### src/rename_defs.svh
`ifndef RENAME_DEFS_SVH
`define RENAME_DEFS_SVH

// Architectural register count for RV32I
`define ARCH_REGS 32

// Physical tags shared by all speculative and committed mappings
`define PHYS_REGS 64

// In-flight instruction window
`define ROB_DEPTH 8

`endif

### src/rename_pkg.sv
`include "rename_defs.svh"

package rename_pkg;

    // Architectural register index
    typedef logic [$clog2(`ARCH_REGS)-1:0] arch_reg_t;

    // Physical register tag
    typedef logic [$clog2(`PHYS_REGS)-1:0] phys_reg_t;

    // Reorder buffer slot index
    typedef logic [$clog2(`ROB_DEPTH)-1:0] rob_id_t;

    // Tags not covered by the initial identity map start out free
    localparam int FREE_DEPTH = `PHYS_REGS - `ARCH_REGS;

    // One in-flight instruction
    typedef struct packed {
        arch_reg_t rd;
        logic      has_rd;
        // Tag given to rd at dispatch
        phys_reg_t new_preg;
        // Tag rd mapped to before, freed at retirement
        phys_reg_t old_preg;
        logic      done;
        logic      mispredict;
    } rob_entry_t;

endpackage : rename_pkg

### src/rename_ifs.sv
`timescale 1ns/1ns

// Accepted dispatch, one instruction per cycle
interface dispatch_if;
    logic                  fire;
    rename_pkg::arch_reg_t rd;
    logic                  has_rd;
    rename_pkg::phys_reg_t new_preg;
    rename_pkg::phys_reg_t old_preg;

    modport source (output fire, rd, has_rd, new_preg, old_preg);
    modport sink   (input  fire, rd, has_rd, new_preg, old_preg);
endinterface : dispatch_if

// Retirement of the oldest finished instruction
interface commit_if;
    logic                  valid;
    rename_pkg::arch_reg_t rd;
    logic                  has_rd;
    rename_pkg::phys_reg_t preg;
    rename_pkg::phys_reg_t old_preg;

    modport source (output valid, rd, has_rd, preg, old_preg);
    modport sink   (input  valid, rd, has_rd, preg, old_preg);
endinterface : commit_if

### src/free_list.sv
`timescale 1ns/1ns
`include "rename_defs.svh"

module free_list (
    input  logic                  clk,
    input  logic                  rst,
    input  logic                  flush,

    output rename_pkg::phys_reg_t free_preg,
    output logic                  free_empty,

    dispatch_if.sink              disp,
    commit_if.sink                commit
);

    localparam int IDX_W = $clog2(rename_pkg::FREE_DEPTH);

    // Ring of free tags
    rename_pkg::phys_reg_t ring [rename_pkg::FREE_DEPTH];

    // Pointers carry one extra wrap bit
    logic [IDX_W:0] head;
    logic [IDX_W:0] tail;
    // Head position as seen by retired instructions only
    logic [IDX_W:0] retire_head;

    logic take;
    logic give;

    assign take = disp.fire && disp.has_rd;
    assign give = commit.valid && commit.has_rd;

    assign free_preg  = ring[head[IDX_W-1:0]];
    assign free_empty = (head == tail);

    always_ff @(posedge clk) begin
        if (rst) begin
            // Tags above the identity map, in order
            for (int i = 0; i < rename_pkg::FREE_DEPTH; i++) begin
                ring[i] <= rename_pkg::phys_reg_t'(`ARCH_REGS + i);
            end
            head        <= '0;
            // Ring starts full
            tail        <= {1'b1, {IDX_W{1'b0}}};
            retire_head <= '0;
        end
        else begin
            if (flush) begin
                // Tags taken by squashed instructions become free again
                head <= retire_head;
            end
            else if (take) begin
                head <= head + 1'b1;
            end

            if (give) begin
                ring[tail[IDX_W-1:0]] <= commit.old_preg;
                tail                  <= tail + 1'b1;
                retire_head           <= retire_head + 1'b1;
            end
        end
    end

endmodule : free_list

### src/rename_core.sv
`timescale 1ns/1ns
`include "rename_defs.svh"

module rename_core (
    input  logic                  clk,
    input  logic                  rst,

    // Dispatch
    input  logic                  disp_valid,
    input  rename_pkg::arch_reg_t disp_rd,
    input  logic                  disp_has_rd,
    input  rename_pkg::arch_reg_t disp_rs1,
    input  rename_pkg::arch_reg_t disp_rs2,
    output logic                  disp_ready,
    output rename_pkg::phys_reg_t disp_prs1,
    output rename_pkg::phys_reg_t disp_prs2,
    output rename_pkg::phys_reg_t disp_prd,
    output rename_pkg::rob_id_t   disp_rob_id,

    // Completion
    input  logic                  done_valid,
    input  rename_pkg::rob_id_t   done_rob_id,
    input  logic                  done_mispredict,

    // Commit
    output logic                  commit_valid,
    output rename_pkg::arch_reg_t commit_rd,
    output rename_pkg::phys_reg_t commit_prd,
    output rename_pkg::phys_reg_t commit_freed_preg,
    output logic                  flush
);

    dispatch_if disp_bus ();
    commit_if   commit_bus ();

    rename_pkg::phys_reg_t free_preg;
    logic                  free_empty;
    logic                  rob_full;
    rename_pkg::phys_reg_t retired_map [`ARCH_REGS];

    assign disp_prd          = disp_bus.new_preg;
    assign commit_valid      = commit_bus.valid;
    assign commit_rd         = commit_bus.rd;
    assign commit_prd        = commit_bus.preg;
    assign commit_freed_preg = commit_bus.old_preg;

    rename_stage i_rename_stage (
        .clk         (clk),
        .rst         (rst),
        .disp_valid  (disp_valid),
        .disp_rd     (disp_rd),
        .disp_has_rd (disp_has_rd),
        .disp_rs1    (disp_rs1),
        .disp_rs2    (disp_rs2),
        .disp_ready  (disp_ready),
        .disp_prs1   (disp_prs1),
        .disp_prs2   (disp_prs2),
        .free_preg   (free_preg),
        .free_empty  (free_empty),
        .rob_full    (rob_full),
        .flush       (flush),
        .retired_map (retired_map),
        .disp        (disp_bus),
        .commit      (commit_bus)
    );

    free_list i_free_list (
        .clk        (clk),
        .rst        (rst),
        .flush      (flush),
        .free_preg  (free_preg),
        .free_empty (free_empty),
        .disp       (disp_bus),
        .commit     (commit_bus)
    );

    reorder_buffer i_reorder_buffer (
        .clk             (clk),
        .rst             (rst),
        .done_valid      (done_valid),
        .done_rob_id     (done_rob_id),
        .done_mispredict (done_mispredict),
        .rob_full        (rob_full),
        .next_rob_id     (disp_rob_id),
        .flush           (flush),
        .disp            (disp_bus),
        .commit          (commit_bus)
    );

    retired_rename_table i_retired_rename_table (
        .clk         (clk),
        .rst         (rst),
        .commit      (commit_bus),
        .retired_map (retired_map)
    );

endmodule : rename_core

### src/rename_stage.sv
`timescale 1ns/1ns
`include "rename_defs.svh"

module rename_stage (
    input  logic                  clk,
    input  logic                  rst,

    input  logic                  disp_valid,
    input  rename_pkg::arch_reg_t disp_rd,
    input  logic                  disp_has_rd,
    input  rename_pkg::arch_reg_t disp_rs1,
    input  rename_pkg::arch_reg_t disp_rs2,
    output logic                  disp_ready,
    output rename_pkg::phys_reg_t disp_prs1,
    output rename_pkg::phys_reg_t disp_prs2,

    input  rename_pkg::phys_reg_t free_preg,
    input  logic                  free_empty,
    input  logic                  rob_full,
    input  logic                  flush,
    input  rename_pkg::phys_reg_t retired_map [`ARCH_REGS],

    dispatch_if.source            disp,
    commit_if.sink                commit
);

    // Speculative arch to phys map
    rename_pkg::phys_reg_t spec_map [`ARCH_REGS];

    logic fire;

    // Stall on a full window, on a missing tag for rd, and during recovery
    always_comb begin
        disp_ready = 1'b1;
        if (rob_full) begin
            disp_ready = 1'b0;
        end
        if (disp_has_rd && free_empty) begin
            disp_ready = 1'b0;
        end
        if (flush) begin
            disp_ready = 1'b0;
        end
    end

    assign fire = disp_valid && disp_ready;

    // Sources see the map before this instruction's own rd update
    assign disp_prs1 = spec_map[disp_rs1];
    assign disp_prs2 = spec_map[disp_rs2];

    assign disp.fire     = fire;
    assign disp.rd       = disp_rd;
    assign disp.has_rd   = disp_has_rd;
    assign disp.new_preg = free_preg;
    assign disp.old_preg = spec_map[disp_rd];

    always_ff @(posedge clk) begin
        if (rst) begin
            for (int i = 0; i < `ARCH_REGS; i++) begin
                spec_map[i] <= rename_pkg::phys_reg_t'(i);
            end
        end
        else if (flush) begin
            // Fall back to the committed state
            for (int i = 0; i < `ARCH_REGS; i++) begin
                spec_map[i] <= retired_map[i];
            end
        end
        else if (fire && disp_has_rd) begin
            spec_map[disp_rd] <= free_preg;
        end
    end

endmodule : rename_stage

### src/reorder_buffer.sv
`timescale 1ns/1ns
`include "rename_defs.svh"

module reorder_buffer (
    input  logic                clk,
    input  logic                rst,

    input  logic                done_valid,
    input  rename_pkg::rob_id_t done_rob_id,
    input  logic                done_mispredict,

    output logic                rob_full,
    output rename_pkg::rob_id_t next_rob_id,
    output logic                flush,

    dispatch_if.sink            disp,
    commit_if.source            commit
);

    localparam int CNT_W = $clog2(`ROB_DEPTH) + 1;

    rename_pkg::rob_entry_t entries [`ROB_DEPTH];

    rename_pkg::rob_id_t head;
    rename_pkg::rob_id_t tail;
    logic [CNT_W-1:0]    count;

    rename_pkg::rob_entry_t head_entry;
    logic                   retire;

    assign head_entry = entries[head];

    assign rob_full    = (count == CNT_W'(`ROB_DEPTH));
    assign next_rob_id = tail;

    // Oldest entry retires once finished, never during recovery
    assign retire = (count != '0) && head_entry.done && !flush;

    assign commit.valid    = retire;
    assign commit.rd       = head_entry.rd;
    assign commit.has_rd   = head_entry.has_rd;
    assign commit.preg     = head_entry.new_preg;
    assign commit.old_preg = head_entry.old_preg;

    // Entry payload
    always_ff @(posedge clk) begin
        if (disp.fire) begin
            entries[tail] <= '{
                rd:         disp.rd,
                has_rd:     disp.has_rd,
                new_preg:   disp.new_preg,
                old_preg:   disp.old_preg,
                done:       1'b0,
                mispredict: 1'b0
            };
        end
        // Results arrive in any order
        if (done_valid) begin
            entries[done_rob_id].done       <= 1'b1;
            entries[done_rob_id].mispredict <= done_mispredict;
        end
    end

    // Pointers, occupancy and recovery pulse
    always_ff @(posedge clk) begin
        if (rst) begin
            head  <= '0;
            tail  <= '0;
            count <= '0;
            flush <= 1'b0;
        end
        else begin
            // Recovery follows the retirement of a mispredicted branch
            flush <= retire && head_entry.mispredict;

            if (flush) begin
                head  <= '0;
                tail  <= '0;
                count <= '0;
            end
            else begin
                if (disp.fire) begin
                    tail <= tail + 1'b1;
                end
                if (retire) begin
                    head <= head + 1'b1;
                end
                case ({disp.fire, retire})
                    2'b10:   count <= count + 1'b1;
                    2'b01:   count <= count - 1'b1;
                    default: count <= count;
                endcase
            end
        end
    end

endmodule : reorder_buffer

### src/retired_rename_table.sv
`timescale 1ns/1ns
`include "rename_defs.svh"

module retired_rename_table (
    input  logic                  clk,
    input  logic                  rst,

    commit_if.sink                commit,

    output rename_pkg::phys_reg_t retired_map [`ARCH_REGS]
);

    // Only retired results update the committed map
    always_ff @(posedge clk) begin
        if (rst) begin
            for (int i = 0; i < `ARCH_REGS; i++) begin
                retired_map[i] <= rename_pkg::phys_reg_t'(i);
            end
        end
        else if (commit.valid && commit.has_rd) begin
            retired_map[commit.rd] <= commit.preg;
        end
    end

endmodule : retired_rename_table

### config.mk
export PLATFORM = sky130hd
export DESIGN_NAME = rename_core
export DESIGN_NICKNAME = d
export VERILOG_FILES = /design/src/rename_pkg.sv /design/src/rename_ifs.sv /design/src/free_list.sv /design/src/rename_core.sv /design/src/rename_stage.sv /design/src/reorder_buffer.sv /design/src/retired_rename_table.sv
export VERILOG_INCLUDE_DIRS = /design/src /design/src/src
export SDC_FILE = /design/constraint.sdc
export NUM_CORES = 1
export LEC_CHECK = 0
export BUFFER_PORTS_ARGS = -buffer_cell sky130_fd_sc_hd__buf_2
export CAP_MARGIN = 15
export CORE_UTILIZATION = 54
export DETAILED_ROUTE_END_ITERATION = 6
export GPL_TIMING_DRIVEN = 1
export PLACE_DENSITY = 0.68
export SKIP_CTS_REPAIR_TIMING = 1
export SLEW_MARGIN = 20
export SYNTH_ARGS = -nofsm -noshare
export SYNTH_HDL_FRONTEND = slang
export SYNTH_SLANG_ARGS = --single-unit
### constraint.sdc
create_clock -name clk -period 7.4 [get_ports clk]
set_clock_uncertainty 0.05 [all_clocks]
set_input_delay 1.48 -clock clk [delete_from_list [all_inputs] [get_ports clk]]
set_output_delay 1.48 -clock clk [all_outputs]
set_load 0.02 [all_outputs]
After elaboration in Yosys (flattened, before gate mapping)
Memory sizes are Yosys's and may differ from the RTL's. A register that Yosys moved wholly into a read port is not among the register bits.
Cells that the tools add are included.
- register bits after elaboration: 221
- RAM bits: 544
- bits of input ports: 24
- memories: 3
- $add $sub $neg: 7
- order comparisons: 2
- equal/unequal tests: 4
- multiplexer cells: 67
- bitwise operators: 33
- reductions and logical operators: 15
- memories (name ; depth ; width ; rd ports ; clocked after Yosys merged registers in ; write ports ; RTL line ; text):
    i_free_list.ring ; 32 ; 6 ; 1 ; 1 ; 32 ; free_list.sv:19 ; rename_pkg::phys_reg_t ring [rename_pkg::FREE_DEPTH];
    i_rename_stage.spec_map ; 32 ; 6 ; 3 ; 0 ; 32 ; rename_stage.sv:28 ; rename_pkg::phys_reg_t spec_map [`ARCH_REGS];
    i_reorder_buffer.entries ; 8 ; 20 ; 1 ; 1 ; 2 ; reorder_buffer.sv:22 ; rename_pkg::rob_entry_t entries [`ROB_DEPTH];
- operators with widths (cell ; number):
    $mux W6 ; 37
    $bwmux W192 ; 1
    $or A1 B1 Y1 ; 32
    $demux W6 S5 ; 1
    $mux W1 ; 21
    $mux W5 ; 4
    $add A6 B1 Y6 const B ; 3
    $reduce_or A6 Y1 ; 2
    $logic_and A1 B1 Y1 ; 8
    $pmux W4 S2 ; 1
    $add A3 B1 Y3 const B ; 2
    $eq A6 B6 Y1 ; 1
    $ge A6 B6 Y1 const B ; 1
    $lt A6 B1 Y1 const B ; 1
    $mux W3 ; 2
    $not A5 Y6 ; 1
    $add A4 B1 Y4 const B ; 1
    $eq A4 B4 Y1 const B ; 1
    $reduce_bool A2 Y1 ; 2
    $reduce_bool A4 Y1 ; 1
    $sub A4 B1 Y4 const B ; 1
    $eq A2 B1 Y1 const B ; 1
    $eq A2 B2 Y1 const B ; 1
    $reduce_or A2 Y1 ; 1
    $logic_not A1 Y1 ; 1

Depth between registers and ports, before layout
- word-level depth: 12
- mapped depth: 14
- depth with buffers taken out: 11

By module
Synthesis repeated with hierarchy kept, for this count alone.
- cells, all modules: 2689
- area, all modules: 37755.0 um^2
- modules (own cells, without submodules) (module ; times used ; cells an instance ; area an instance (um^2)):
    rename_stage ; 1 ; 921 ; 13379.1
    free_list ; 1 ; 711 ; 9963.3
    retired_rename_table ; 1 ; 684 ; 7372.1
    reorder_buffer ; 1 ; 373 ; 7040.5

Worst setup path after synthesis
No wires, ideal clock.
- path type: input port to output port
- start: input port disp_rs1[0]
- end: output port disp_prs1[0]
- arrival time: 3857 ps
- data required time: 5870 ps
- path slack: 2013 ps
- cell stages on the path: 5
- buffers on the path: 2
- path through: buf_1 buf_1 mux4_2 mux4_2 mux2_2
- longest elaborated chain between the ends: 1
- RTL lines (item ; RTL line ; text):
    from (decl) ; rename_core.sv:12 ; input rename_pkg::arch_reg_t disp_rs1,
    $mem_v2 Z32 W6 ; n/a ;
    to (decl) ; rename_core.sv:15 ; output rename_pkg::phys_reg_t disp_prs1,
Every way passes these cells.

Worst setup path in the final report
- start: input port disp_rs2[0]
- end: output port disp_prs2[1]
- longest elaborated chain between the ends: 1
- RTL lines (item ; RTL line ; text):
    from (decl) ; rename_core.sv:13 ; input rename_pkg::arch_reg_t disp_rs2,
    $mem_v2 Z32 W6 ; n/a ;
    to (decl) ; rename_core.sv:16 ; output rename_pkg::phys_reg_t disp_prs2,
Every way passes these cells.

==> results.md <==
* Seq cells post-synth at 773
* Sequential cell area fraction in the yosys report at 0.571
* Maximum VDD drop at 311 uV
* Initial antenna violation count at 1
* Yosys cell types at 68
* Cells after Synth at 2715
* Placed Instance Area at 0.0376 sq mm
* Startpoint Class: primary input
* Dominant synthesized flop cell: edfxtp_1
* Number of flops mapped to enable cells by yosys at 536
* Number of global-route vias before repair at 24000
* Ant. Diodes at 0
* Worst EP arrival at 4000 ps
* Root Buffer: clkbuf_16
* Mapped cell area at 0.0365 sq mm
* Share of layout cells above drive strength 1 at 0.216
* Lkg Pwr at 0.0133 uW
* WP buf/inv at 3
* Power Density at 280 mW/mm^2
* Clk slew on worst S/H paths at 60 ps
* CP Capture Type: primary output
* Largest net degree at the start of global routing at 78
* Setup slack, reg-to-reg at 2810 ps
* Setup violators final at 0
* Ys async rst share at 0
* Hpwl dp at 71900 um
* DR vias/cell at 6.80
* Post-synthesis net count at 2751
* Pre-CTS WS at 1850 ps
* Die ar. at 0.0686 sq mm
* Sum Neg Setup Slack at 0 ps
* Crit-path max cell delay at 670 ps
* Sink Count at 773
* Outcome: complete, no violations
* DR vias at 24700
* All-Layer GR Usage at 0.319
* Initial Util at 0.550
* HP Class: reg -> reg
* Area Overhead vs Synth at 10.8%
* Fin crit period at 5530 ps
* Final Hold Vio Count at 0
* First-pass GRT wire length at 159000 um
* Hold_ws at 411 ps
* Max cap viols at 0
* CP max-delay cell: buf_2
* CTS tree: yes
* Finished Cell Area at 0.0404 sq mm
* Commonest non-fill, non-tap cell in the layout: edfxtp_1
* Routed len/inst at 29.8 um
* Final Non-Filler Cells at 3637
* NumNets Final at 2744
* Port buffer count at 64
* Routability cong. at 1.02
* Relative slew slack at 0.181
* Clk Latency, worst-skew pair at 640 ps
* Core box area at 0.0663 sq mm
* Final Worst Setup Slack at 1870 ps
* Slew @ Worst Pin at 1230 ps
* Synth Warn # at 0
* H-tree Lvls at 3
* Pins Over Slew Limit at 0
* Critical path required time at 5870 ps
* Drt first pass iters at 6
* Ports at 65
* Antenna Violating Nets Remaining at 0
* GRT overflow at 0
* Crit-path max FO at 25
* Die extent in y at 262 um
* Top delay family on crit path: multiplexers
* Placed Cells at 3487
* RSZ-0062 raised after global routing: false
* Fmax at 0.181 GHz
* Syn Area/Cell at 13.4 sq um
* Site Rows at 94
* Crit-path cells: buf_2 -> buf_12 -> mux4_2 -> mux4_2 -> mux2_2 -> buf_2
* Post-route DRC violation count at 0
* Drt total wl at 108000 um
* CTS Buffer Depth at 3
* # fillers at 5053
* Critical path type: in -> out
* CTS Buf Count at 81
* Commonest non-fill, non-tap cells in the layout: edfxtp_1 (536), nand2_1 (386), mux2i_1 (285)
* DR iter-0 viols at 3186
* Die X at 262 um
* Fin crit share at 0.747
-- where the power goes --
part | switching, uW | internal [uW] | total (uW)
registers | 183 | 4810 | 4990
logic | 1440 | 634 | 2080
clock network | 1720 | 2520 | 4240
total | 3340 | 7960 | 11300
-- state kept, by name, summed over array words and instances (netlist names), named ones only --
signal	count
i_free_list.ring	192
i_rename_stage.spec_map	192
i_retired_rename_table.retired_map	192
i_reorder_buffer.entries	160
i_free_list.head	6
i_free_list.retire_head	6
i_free_list.tail	6
i_reorder_buffer.count	4
i_reorder_buffer.head	3
i_reorder_buffer.next_rob_id	3
i_reorder_buffer.flush	1
-- path summary, 6_finish.rpt --
path	from	end	cells after the start
min reg2reg	i_retired_rename_table.retired_map[131]	i_retired_rename_table.retired_map[131]	2
min	i_retired_rename_table.retired_map[131]	i_retired_rename_table.retired_map[131]	2
max reg2reg	flip-flop	i_retired_rename_table.retired_map[124]	6
max	disp_rs2[0]	disp_prs2[1]	6
-- synthesized netlist by cell type, types with 29 or more instances --
cell type | n | area share
clkbuf_1 | 160 | 0.016
nor3_1 | 56 | 0.0077
nor2_1 | 213 | 0.022
o22ai_1 | 29 | 0.0050
mux4_2 | 253 | 0.16
nand2_1 | 386 | 0.040
nor4_1 | 32 | 0.0055
edfxtp_1 | 536 | 0.44
inv_1 | 33 | 0.0034
mux2i_1 | 291 | 0.080
nand3_1 | 46 | 0.0063
o21ai_0 | 95 | 0.013
a21oi_1 | 47 | 0.0064
dfxtp_1 | 237 | 0.13
-- cell type report --
class	count	area, sq um	share of cell area
Clock inverter	46	528	0.0131
Multi-Input combinational cell	1699	14800	0.366
Clock buffer	102	2230	0.0551
Sequential cell	773	20900	0.516
Tap cell	864	1080	0.0267
Timing Repair Buffer	118	788	0.0195
Inverter	35	134	0.00331
-- worst min-delay path: stages (launching register included) --
cell and delay, ps:
dfxtp_1 310, nand2_1 50, mux2i_1 50
-- routing by layer --
layer	global-route usage	vias to the layer above	share of wire
met4	0.131	0	0.041
met2	0.480	1622	0.45
met1	0.451	12600	0.39
li1	-	10300	-
met5	0	-	0
met3	0.0737	246	0.12
-- through the flow --
step / utilization / total power, uW
detailed placement: 0.567 / 7110
global route: 0.609 / 11600
finish: 0.609 / 11300
global placement: 0.567 / 7070
floorplan: - / 6270
CTS: 0.608 / 11300
-- cell families (layout without fill, tap and decap cells) --
group                    after synthesis  count (layout)  share of synthesized area
multiplexers                         574             574                      0.247
buffers and inverters                243             301                     0.0270
AO/OA/AOI/OAI                        225             225                     0.0363
XOR/XNOR                              17              17                    0.00408
adder cells (fa/ha/maj)               12              12                    0.00432
flip-flops                           773             773                      0.571
AND/OR/NAND/NOR                      871             871                      0.110
No activity file was read; power rests on OpenSTA's default activity.
